==> src/logic/la_cmd_pkg.sv <==
// host command frame and readout framing
package la_cmd_pkg;

    localparam int BYTE_W    = 8;               // uart byte
    localparam int FRAME_LEN = 4;               // bytes per command

    // field position inside the command frame
    localparam int IDX_MASK     = 0;            // trigger mask
    localparam int IDX_POL      = 1;            // trigger polarity
    localparam int IDX_PRESCALE = 2;            // sample every prescale+1 clocks
    localparam int IDX_POST     = 3;            // post trigger count / 16

    localparam int POST_SHIFT = 4;              // post byte x16 = samples
    localparam int PTR_BYTES  = 2;              // trigger pointer bytes, low first

    typedef logic [BYTE_W-1:0] byte_t;

endpackage

==> src/logic/la_cfg_pkg.sv <==
// hardware sizes shared by the capture path and the serial blocks
package la_cfg_pkg;

    localparam int SAMPLE_W     = 8;            // probed io port width
    localparam int ADDR_W_DEF   = 8;            // 256 samples in the ring buffer
    localparam int BAUD_DIV_DEF = 16;           // clocks per bit, short for simulation
    localparam int BAUD_CNT_W   = 16;           // bit period counter width

    // board builds set BAUD_DIV to clock / baud at the top level

    typedef logic [SAMPLE_W-1:0] sample_t;      // one io sample

endpackage
==> src/logic/logic_analyzer_top.sv <==
`timescale 1ns/1ps

module logic_analyzer_top #(
    parameter int ADDR_W   = la_cfg_pkg::ADDR_W_DEF,
    parameter int BAUD_DIV = la_cfg_pkg::BAUD_DIV_DEF
) (
    input  logic                clk,
    input  logic                rst_n,
    input  logic                uart_rx_i,
    output logic                uart_tx_o,
    input  la_cfg_pkg::sample_t io_i
);
    import la_cfg_pkg::*;
    import la_cmd_pkg::*;

    logic              rx_valid;
    byte_t             rx_byte;
    logic              tx_start;
    byte_t             tx_byte;
    logic              tx_busy;
    logic              cap_start;
    logic              cap_busy;                // also selects the ram port owner
    sample_t           mask;
    sample_t           pol;
    byte_t             prescale;
    byte_t             post;
    logic [ADDR_W-1:0] trig_ptr;
    logic              we;
    logic [ADDR_W-1:0] waddr;
    sample_t           wdata;
    logic [ADDR_W-1:0] rd_addr;
    sample_t           rdata;

    uart_rx #(.BAUD_DIV(BAUD_DIV)) i_uart_rx (
        .clk        (clk),
        .rst_n      (rst_n),
        .rx_i       (uart_rx_i),
        .rx_valid_o (rx_valid),
        .rx_byte_o  (rx_byte)
    );

    uart_tx #(.BAUD_DIV(BAUD_DIV)) i_uart_tx (
        .clk        (clk),
        .rst_n      (rst_n),
        .tx_start_i (tx_start),
        .tx_byte_i  (tx_byte),
        .tx_o       (uart_tx_o),
        .tx_busy_o  (tx_busy)
    );

    la_sequencer #(.ADDR_W(ADDR_W)) i_la_sequencer (
        .clk         (clk),
        .rst_n       (rst_n),
        .rx_valid_i  (rx_valid),
        .rx_byte_i   (rx_byte),
        .tx_busy_i   (tx_busy),
        .tx_start_o  (tx_start),
        .tx_byte_o   (tx_byte),
        .cap_busy_i  (cap_busy),
        .trig_ptr_i  (trig_ptr),
        .cap_start_o (cap_start),
        .mask_o      (mask),
        .pol_o       (pol),
        .prescale_o  (prescale),
        .post_o      (post),
        .rd_addr_o   (rd_addr),
        .rdata_i     (rdata)
    );

    capture_engine #(.ADDR_W(ADDR_W)) i_capture_engine (
        .clk         (clk),
        .rst_n       (rst_n),
        .io_i        (io_i),
        .cap_start_i (cap_start),
        .mask_i      (mask),
        .pol_i       (pol),
        .prescale_i  (prescale),
        .post_i      (post),
        .cap_busy_o  (cap_busy),
        .trig_ptr_o  (trig_ptr),
        .we_o        (we),
        .waddr_o     (waddr),
        .wdata_o     (wdata)
    );

    sample_ram #(.ADDR_W(ADDR_W)) i_sample_ram (
        .clk       (clk),
        .we_i      (we),
        .wr_addr_i (waddr),
        .rd_addr_i (rd_addr),
        .sel_wr_i  (cap_busy),
        .wdata_i   (wdata),
        .rdata_o   (rdata)
    );

endmodule

==> src/logic/la_sequencer.sv <==
`timescale 1ns/1ps

module la_sequencer #(
    parameter int ADDR_W = la_cfg_pkg::ADDR_W_DEF
) (
    input  logic                clk,
    input  logic                rst_n,
    input  logic                rx_valid_i,
    input  la_cmd_pkg::byte_t   rx_byte_i,
    input  logic                tx_busy_i,
    output logic                tx_start_o,
    output la_cmd_pkg::byte_t   tx_byte_o,
    input  logic                cap_busy_i,
    input  logic [ADDR_W-1:0]   trig_ptr_i,
    output logic                cap_start_o,
    output la_cfg_pkg::sample_t mask_o,
    output la_cfg_pkg::sample_t pol_o,
    output la_cmd_pkg::byte_t   prescale_o,
    output la_cmd_pkg::byte_t   post_o,
    output logic [ADDR_W-1:0]   rd_addr_o,
    input  la_cfg_pkg::sample_t rdata_i
);
    import la_cmd_pkg::*;

    localparam int IDX_W = $clog2(FRAME_LEN);
    localparam int PTR_W = PTR_BYTES * BYTE_W;

    typedef enum logic [2:0] {
        S_COLLECT,                              // gather the command bytes
        S_START,
        S_WAIT_CAP,
        S_PTR_LO,
        S_PTR_HI,
        S_READ,                                 // ram latency cycle
        S_SEND
    } state_t;

    state_t           state_q;
    byte_t            frame_q [FRAME_LEN];      // command bytes as received
    logic [IDX_W-1:0] idx_q;                    // next frame slot
    logic [PTR_W-1:0] ptr_ext;                  // zero extended trigger pointer
    logic             tx_ready;

    // fields stay put from S_START until the next command
    assign mask_o     = frame_q[IDX_MASK];
    assign pol_o      = frame_q[IDX_POL];
    assign prescale_o = frame_q[IDX_PRESCALE];
    assign post_o     = frame_q[IDX_POST];

    assign ptr_ext  = PTR_W'(trig_ptr_i);
    assign tx_ready = !tx_busy_i && !tx_start_o;   // busy lags start by a cycle

    always_ff @(posedge clk) begin
        if (!rst_n) begin
            state_q     <= S_COLLECT;
            idx_q       <= '0;
            tx_start_o  <= 1'b0;
            cap_start_o <= 1'b0;
            rd_addr_o   <= '0;
        end else begin
            tx_start_o  <= 1'b0;                // both are single pulses
            cap_start_o <= 1'b0;
            case (state_q)
                S_COLLECT: begin
                    if (rx_valid_i) begin
                        frame_q[idx_q] <= rx_byte_i;
                        idx_q          <= idx_q + 1'b1;
                        if (idx_q == IDX_W'(FRAME_LEN - 1)) begin
                            state_q <= S_START;
                        end
                    end
                end
                S_START: begin
                    cap_start_o <= 1'b1;
                    idx_q       <= '0;
                    state_q     <= S_WAIT_CAP;
                end
                S_WAIT_CAP: begin
                    if (!cap_busy_i && !cap_start_o) begin   // skip the pulse cycle
                        state_q <= S_PTR_LO;
                    end
                end
                S_PTR_LO: begin
                    if (tx_ready) begin
                        tx_start_o <= 1'b1;
                        tx_byte_o  <= ptr_ext[BYTE_W-1:0];
                        state_q    <= S_PTR_HI;
                    end
                end
                S_PTR_HI: begin
                    if (tx_ready) begin
                        tx_start_o <= 1'b1;
                        tx_byte_o  <= ptr_ext[BYTE_W +: BYTE_W];
                        rd_addr_o  <= '0;       // dump starts at address 0
                        state_q    <= S_READ;
                    end
                end
                S_READ: begin
                    state_q <= S_SEND;
                end
                S_SEND: begin
                    if (tx_ready) begin
                        tx_start_o <= 1'b1;
                        tx_byte_o  <= rdata_i;
                        if (rd_addr_o == '1) begin   // whole buffer sent
                            state_q <= S_COLLECT;
                        end else begin
                            rd_addr_o <= rd_addr_o + 1'b1;
                            state_q   <= S_READ;
                        end
                    end
                end
                default: state_q <= S_COLLECT;
            endcase
        end
    end

endmodule

==> src/logic/capture_engine.sv <==
`timescale 1ns/1ps

module capture_engine #(
    parameter int ADDR_W = la_cfg_pkg::ADDR_W_DEF
) (
    input  logic                clk,
    input  logic                rst_n,
    input  la_cfg_pkg::sample_t io_i,
    input  logic                cap_start_i,
    input  la_cfg_pkg::sample_t mask_i,
    input  la_cfg_pkg::sample_t pol_i,
    input  la_cmd_pkg::byte_t   prescale_i,
    input  la_cmd_pkg::byte_t   post_i,
    output logic                cap_busy_o,
    output logic [ADDR_W-1:0]   trig_ptr_o,
    output logic                we_o,
    output logic [ADDR_W-1:0]   waddr_o,
    output la_cfg_pkg::sample_t wdata_o
);
    import la_cfg_pkg::*;
    import la_cmd_pkg::*;

    localparam int POST_W = BYTE_W + POST_SHIFT;

    sample_t           io_q;                    // io one clock ago
    byte_t             pre_cnt_q;               // prescale counter
    logic [POST_W-1:0] post_cnt_q;              // samples left after trigger
    logic              triggered_q;
    logic              pin_changed;             // a masked pin toggled
    logic              pin_matches;             // a masked pin sits at its polarity
    logic              trig_ev;
    logic              trig_now;                // trigger seen, incl. this cycle
    logic              sample_now;

    assign pin_changed = |((io_i ^ io_q) & mask_i);
    assign pin_matches = |(~(io_i ^ pol_i) & mask_i);
    assign trig_ev     = cap_busy_o & pin_changed & pin_matches;
    assign trig_now    = triggered_q | trig_ev;
    assign sample_now  = (pre_cnt_q == prescale_i);
    assign wdata_o     = io_q;                  // sample taken on the edge that set we_o

    always_ff @(posedge clk) begin
        io_q <= io_i;
        if (!rst_n) begin
            cap_busy_o  <= 1'b0;
            we_o        <= 1'b0;
            triggered_q <= 1'b0;
            pre_cnt_q   <= '0;
            post_cnt_q  <= '0;
            waddr_o     <= '0;
            trig_ptr_o  <= '0;
        end else if (cap_start_i) begin
            cap_busy_o  <= 1'b1;
            we_o        <= 1'b1;                // first sample goes to address 0
            waddr_o     <= '0;
            pre_cnt_q   <= '0;
            triggered_q <= 1'b0;
            trig_ptr_o  <= '0;                  // stays 0 if no trigger ever fires
            post_cnt_q  <= POST_W'(post_i) << POST_SHIFT;
        end else if (cap_busy_o) begin
            if (post_cnt_q == '0) begin         // last write lands this cycle
                cap_busy_o <= 1'b0;
                we_o       <= 1'b0;
            end else begin
                if (trig_ev && !triggered_q) begin
                    triggered_q <= 1'b1;
                    trig_ptr_o  <= waddr_o;     // last pre trigger slot
                end
                we_o <= sample_now;
                if (sample_now) begin
                    pre_cnt_q <= '0;
                    waddr_o   <= waddr_o + 1'b1;   // wraps around the ring
                    if (trig_now) begin
                        post_cnt_q <= post_cnt_q - 1'b1;   // counts samples, not clocks
                    end
                end else begin
                    pre_cnt_q <= pre_cnt_q + 1'b1;
                end
            end
        end
    end

endmodule

==> src/logic/sample_ram.sv <==
`timescale 1ns/1ps

module sample_ram #(
    parameter int ADDR_W = la_cfg_pkg::ADDR_W_DEF
) (
    input  logic                clk,
    input  logic                we_i,
    input  logic [ADDR_W-1:0]   wr_addr_i,
    input  logic [ADDR_W-1:0]   rd_addr_i,
    input  logic                sel_wr_i,
    input  la_cfg_pkg::sample_t wdata_i,
    output la_cfg_pkg::sample_t rdata_o
);
    import la_cfg_pkg::*;

    sample_t           mem [2**ADDR_W];         // ring buffer storage
    logic [ADDR_W-1:0] addr;                    // the one shared port

    assign addr = sel_wr_i ? wr_addr_i : rd_addr_i;   // capture owns it while busy

    always_ff @(posedge clk) begin
        if (we_i) begin
            mem[addr] <= wdata_i;
        end
        rdata_o <= mem[addr];                   // one cycle read latency
    end

endmodule

==> src/logic/uart_tx.sv <==
`timescale 1ns/1ps

module uart_tx #(
    parameter int BAUD_DIV = la_cfg_pkg::BAUD_DIV_DEF
) (
    input  logic              clk,
    input  logic              rst_n,
    input  logic              tx_start_i,
    input  la_cmd_pkg::byte_t tx_byte_i,
    output logic              tx_o,
    output logic              tx_busy_o
);
    import la_cfg_pkg::*;
    import la_cmd_pkg::*;

    localparam int FRAME_BITS = BYTE_W + 2;     // start + data + stop

    logic [FRAME_BITS-1:0] frame_q;             // bit 0 is on the line
    logic [BAUD_CNT_W-1:0] cnt_q;               // clocks left in this bit
    logic [3:0]            left_q;              // bits still to shift out

    assign tx_o      = frame_q[0];
    assign tx_busy_o = (left_q != 4'd0);

    always_ff @(posedge clk) begin
        if (!rst_n) begin
            frame_q <= '1;                      // idle high
            cnt_q   <= '0;
            left_q  <= '0;
        end else if (left_q == 4'd0) begin
            if (tx_start_i) begin
                frame_q <= {1'b1, tx_byte_i, 1'b0};
                cnt_q   <= BAUD_CNT_W'(BAUD_DIV - 1);
                left_q  <= 4'(FRAME_BITS);
            end
        end else if (cnt_q != '0) begin
            cnt_q <= cnt_q - 1'b1;
        end else begin
            frame_q <= {1'b1, frame_q[FRAME_BITS-1:1]};   // refill with idle
            cnt_q   <= BAUD_CNT_W'(BAUD_DIV - 1);
            left_q  <= left_q - 1'b1;           // busy drops after the stop bit
        end
    end

endmodule

==> src/logic/uart_rx.sv <==
`timescale 1ns/1ps

module uart_rx #(
    parameter int BAUD_DIV = la_cfg_pkg::BAUD_DIV_DEF
) (
    input  logic              clk,
    input  logic              rst_n,
    input  logic              rx_i,
    output logic              rx_valid_o,
    output la_cmd_pkg::byte_t rx_byte_o
);
    import la_cfg_pkg::*;
    import la_cmd_pkg::*;

    logic [1:0]            sync_q;              // two flop synchronizer
    logic                  rx_s;                // synchronized line
    logic                  busy_q;              // inside a frame
    logic [BAUD_CNT_W-1:0] cnt_q;               // clocks to next sample point
    logic [3:0]            bit_q;               // 0 start, 1..8 data, 9 stop
    byte_t                 shift_q;             // data bits, lsb first

    assign rx_s      = sync_q[1];
    assign rx_byte_o = shift_q;

    always_ff @(posedge clk) begin
        if (!rst_n) begin
            sync_q     <= 2'b11;                // line idles high
            busy_q     <= 1'b0;
            cnt_q      <= '0;
            bit_q      <= '0;
            rx_valid_o <= 1'b0;
        end else begin
            sync_q     <= {sync_q[0], rx_i};
            rx_valid_o <= 1'b0;                 // one cycle strobe
            if (!busy_q) begin
                if (!rx_s) begin                // start edge
                    busy_q <= 1'b1;
                    cnt_q  <= BAUD_CNT_W'(BAUD_DIV / 2 - 1);   // aim at mid start bit
                    bit_q  <= '0;
                end
            end else if (cnt_q != '0) begin
                cnt_q <= cnt_q - 1'b1;
            end else begin
                cnt_q <= BAUD_CNT_W'(BAUD_DIV - 1);
                bit_q <= bit_q + 1'b1;
                if (bit_q == 4'd0) begin
                    busy_q <= !rx_s;            // glitch, not a real start
                end else if (bit_q == 4'd9) begin
                    busy_q     <= 1'b0;
                    rx_valid_o <= rx_s;         // drop byte on framing error
                end else begin
                    shift_q <= {rx_s, shift_q[BYTE_W-1:1]};
                end
            end
        end
    end

endmodule

==> config.mk <==
export PLATFORM = sky130hd
export DESIGN_NAME = logic_analyzer_top
export DESIGN_NICKNAME = d
export VERILOG_FILES = /design/src/logic/la_cmd_pkg.sv /design/src/logic/la_cfg_pkg.sv /design/src/logic/logic_analyzer_top.sv /design/src/logic/la_sequencer.sv /design/src/logic/capture_engine.sv /design/src/logic/sample_ram.sv /design/src/logic/uart_tx.sv /design/src/logic/uart_rx.sv
export SDC_FILE = /design/constraint.sdc
export NUM_CORES = 2
export LEC_CHECK = 0
export BUFFER_PORTS_ARGS = -buffer_cell sky130_fd_sc_hd__buf_4
export CORE_ASPECT_RATIO = 1.25
export CORE_UTILIZATION = 42
export DETAILED_ROUTE_END_ITERATION = 8
export RECOVER_POWER = 50
export SETUP_SLACK_MARGIN = 0.4
export SYNTH_ARGS = -nofsm -noshare
export SYNTH_HDL_FRONTEND = slang
export SYNTH_SLANG_ARGS = --single-unit
==> constraint.sdc <==
create_clock -name clk -period 5.5 [get_ports clk]
set_input_delay 0.55 -clock clk [delete_from_list [all_inputs] [get_ports clk]]
set_output_delay 0.55 -clock clk [all_outputs]
set_load 0.1 [all_outputs]
==> metrics.cfg <==
[synthesis]
ys_seq_elements=2219
syn_nets=4519
synthMuxAreaShare_pct=13.3
syn-instance-count=4491
synthAdderAreaFrac_pct=0.247
yosys_warnings=0
synth_top_area_share_pct=73.1
synthXorXnorAreaFrac_pct=0.600
yosysUniqueCellTypes=62
synth.area.top_cells=edfxtp_1 73%, mux4_2 12%, dfxtp_1 2.9%
synth-edff-count=2096
avgSynthCellArea_um2=19.2
synth_top_family_by_area=multiplexers
synth-simple-area-share_pct=4.52
synth-async-reset-ratio_pct=0
ys.flop_type=edfxtp_1
syn-cell-area_mm2=0.0861
synth-seq-area-share_pct=75.9
synth_compound_area_share_pct=3.92
yosys.area.top_type=edfxtp_1

[placement]
detailed_place_hpwl_um=133000
port_buffers=11
gp_congestion=0.922
post-place-ws_ps=1040

[die]
dieArea_mm2=0.207
core_mm2=0.203
num_io_pins=12
start_util_pct=42.3
die_h_um=508
rows=185
die_x_um=407

[pwr]
power_per_cell_area_mw_per_mm2=354
vdd_drop_max_mv=0.322
leakagePower_nw=28.9
power_frac_seq_pct=55.2
p_switching_mw=7.47
p_comb_share_pct=4.5
netSwitchingFraction_pct=21.9
p_clk_share_pct=40.3
internal-power_mw=26.6

[timing]
finalClockSkew_ps=33.8
fmax_ghz=0.215
finalHoldViolCount=0
tightest_slew_ps=3710
rsz0062_at_grt=no
fin_crit_ps=4660
timing.hold.ws_ps=160
slew_headroom_pct=-147
setup_viol=0
slew_viol_final=1384
fin_crit_sh_pct=84.7
fin_ws_ps=843
setup_tns_ps=0

[grt]
overflow=0
grt_pass1_vias=43900
antenna_found_initial=6
track_usage_pct=20.9
grt_pass1_wl_um=313000
grt_max_degree=189

[worst_setup_path]
worst-setup-path-type=flop to flop
critPathArrivalTime_ps=4800
crit_chain=clkbuf_1
crit_path_end_kind=flop
crit_fanout=73
cp-start-kind=flop
path_buf_inv=1
r2r-start=i_capture_engine.wdata_o[2]$_DFF_P_
r2r-end=i_sample_ram.mem[98][2]$_DFFE_PP_
cp_top_family=buffers and inverters
worst_ep_required_time_ps=5650
reg2reg_setup_slack_ps=840
reg2reg_depth=1
slowest_delay_ps=2450
crit_slowest_cell=clkbuf_1

[finish]
drive_above_1_share_pct=18.7
final_cell_mix=2096 x edfxtp_1, 440 x mux4_2, 322 x nor2_1
multi_input_comb_area_mm2=0.0196
finalNetCount=4637
fin_util_pct=47.4
seq_area_mm2=0.0654
nFillCells=16800
final_common_cell=edfxtp_1
area_delta_synth_final_pct=11.8

[clocking]
cts_buffers=207
cts_hold_buffers=9
cts_tree=yes
cts_setup_buffers=0
cts_buffer_depth=3
cts-resized-gates=0
clock-sinks=2219
worstSkewPairLatency_ps=860
cts_root_buf=clkbuf_16
clkTransAtPathRegs_ps=70
cts.htree.levels=4

[worst_hold_path]
min_to=i_uart_tx.frame_q[2]$_SDFFE_PN1P_
hold_path_class=primary input to flop
holdPathStages=2
holdCritStartpoint=rst_n

[detailed_routing]
num_vias=43800
drt-total-wl_um=215000
dr.pass1.iters=5
drt_iter0_markers=4559
ant_nets=0
viasPerCell=5.85
drc=0
wl_per_cell_um=28.7

[flow_run]
drv_cap=17

[outcome]
status=finished with violations
violations=capacitance limit, slew limit

-- routing by layer --
layer	global-route usage, %	wire length (um)	vias up	share of wire [%]
li1	-	-	18600	-
met1	27.5	86500	23300	40
met2	34.9	108000	1532	50
met3	3.24	12400	332	5.7
met4	8.18	8690	0	4.0
met5	0	0	-	0
-- Yosys cell counts, types with 9 or more instances --
| cell type | instances |
|---|---|
| or2_2 | 9 |
| nand4_1 | 57 |
| nand3_1 | 74 |
| ha_1 | 17 |
| a21oi_1 | 43 |
| a31oi_1 | 13 |
| inv_1 | 23 |
| mux2i_1 | 152 |
| buf_6 | 9 |
| nand4b_1 | 9 |
| nand2_1 | 211 |
| nor2b_1 | 20 |
| nor2_1 | 326 |
| edfxtp_1 | 2096 |
| nand2b_1 | 11 |
| a221oi_1 | 65 |
| mux4_2 | 440 |
| o31ai_1 | 33 |
| xnor2_1 | 29 |
| o21ai_0 | 62 |
| buf_2 | 66 |
| xor2_1 | 30 |
| nor3_1 | 49 |
| nor4_1 | 36 |
| and3_1 | 13 |
| buf_1 | 9 |
| dfxtp_1 | 123 |
| clkbuf_1 | 163 |
| a22oi_1 | 175 |
-- stage by stage --
step | power, mW | instances | cell area, um^2
after floorplan | 20.2 | 4491 | 86100
after global placement | 20.7 | 7102 | 90000
after detailed placement | 20.7 | 7102 | 90000
after CTS | 34.3 | 7485 | 96500
after global routing | 35.1 | 7486 | 96300
final | 34.1 | 7486 | 96300
-- flip-flops by register name (all words and copies together) (netlist names), 2 cells and up --
register                     cells
i_la_sequencer.rd_addr_o         8
i_uart_rx.bit_q                  4
i_uart_rx.sync_q                 2
i_capture_engine.wdata_o         8
i_capture_engine.waddr_o         8
i_la_sequencer.frame_q          32
i_capture_engine.trig_ptr_o      8
i_la_sequencer.tx_byte_o         8
i_capture_engine.post_cnt_q     12
i_uart_rx.rx_byte_o              8
i_la_sequencer.idx_q             2
i_la_sequencer.state_q           3
i_uart_tx.cnt_q                 16
i_sample_ram.mem              2048
i_uart_tx.left_q                 4
i_uart_tx.frame_q                9
i_capture_engine.pre_cnt_q       8
i_uart_rx.cnt_q                 16
i_sample_ram.rdata_o             8
-- cell type report --
class                           count  area share, %
Clock buffer                      251           5.59
Tap cell                         2711           3.52
Sequential cell                  2219           67.9
Antenna cell                        1        0.00260
Clock inverter                    123           1.05
Inverter                           24         0.0935
Multi-Input combinational cell   1992           20.4
Timing Repair Buffer              165           1.46
-- power by group through the flow --
stage	Combinational (mW)	Clock, mW	Sequential (mW)
after floorplan	0.984	0	19.2
after global placement	1.51	0	19.1
after detailed placement	1.54	0	19.2
after CTS	1.56	14.0	18.8
after global routing	1.67	14.6	18.8
final	1.52	13.8	18.8
-- how the worst max path moves through the flow --
stage	startpoint	endpoint	slack, ps	depth (start not counted)
after CTS	i_capture_engine.cap_busy_o$_SDFF_PN0_	i_sample_ram.rdata_o[6]$_DFF_P_	1010	7
after floorplan	i_capture_engine.wdata_o[6]$_DFF_P_	i_capture_engine.post_cnt_q[11]$_SDFFE_PN0P_	560	8
final	i_capture_engine.wdata_o[2]$_DFF_P_	i_sample_ram.mem[98][2]$_DFFE_PP_	840	1
after detailed placement	i_capture_engine.cap_busy_o$_SDFF_PN0_	i_sample_ram.rdata_o[6]$_DFF_P_	1040	7
after global routing	i_capture_engine.wdata_o[5]$_DFF_P_	i_sample_ram.mem[117][5]$_DFFE_PP_	520	2
after global placement	i_capture_engine.cap_busy_o$_SDFF_PN0_	i_sample_ram.rdata_o[6]$_DFF_P_	1030	7
-- cell families (layout without fill, tap and decap cells) --
group                      Yosys count  after routing
DFF                               2219           2219
and+or+nand+nor                    852            852
muxes                              597            597
AOI/OAI and AO/OA                  467            467
buffers and inverters              280            563
xor gates and xnor gates            59             59
adders and majority gates           17             17
other                                0              1
Note: power is estimated with default switching activity, not from simulation.
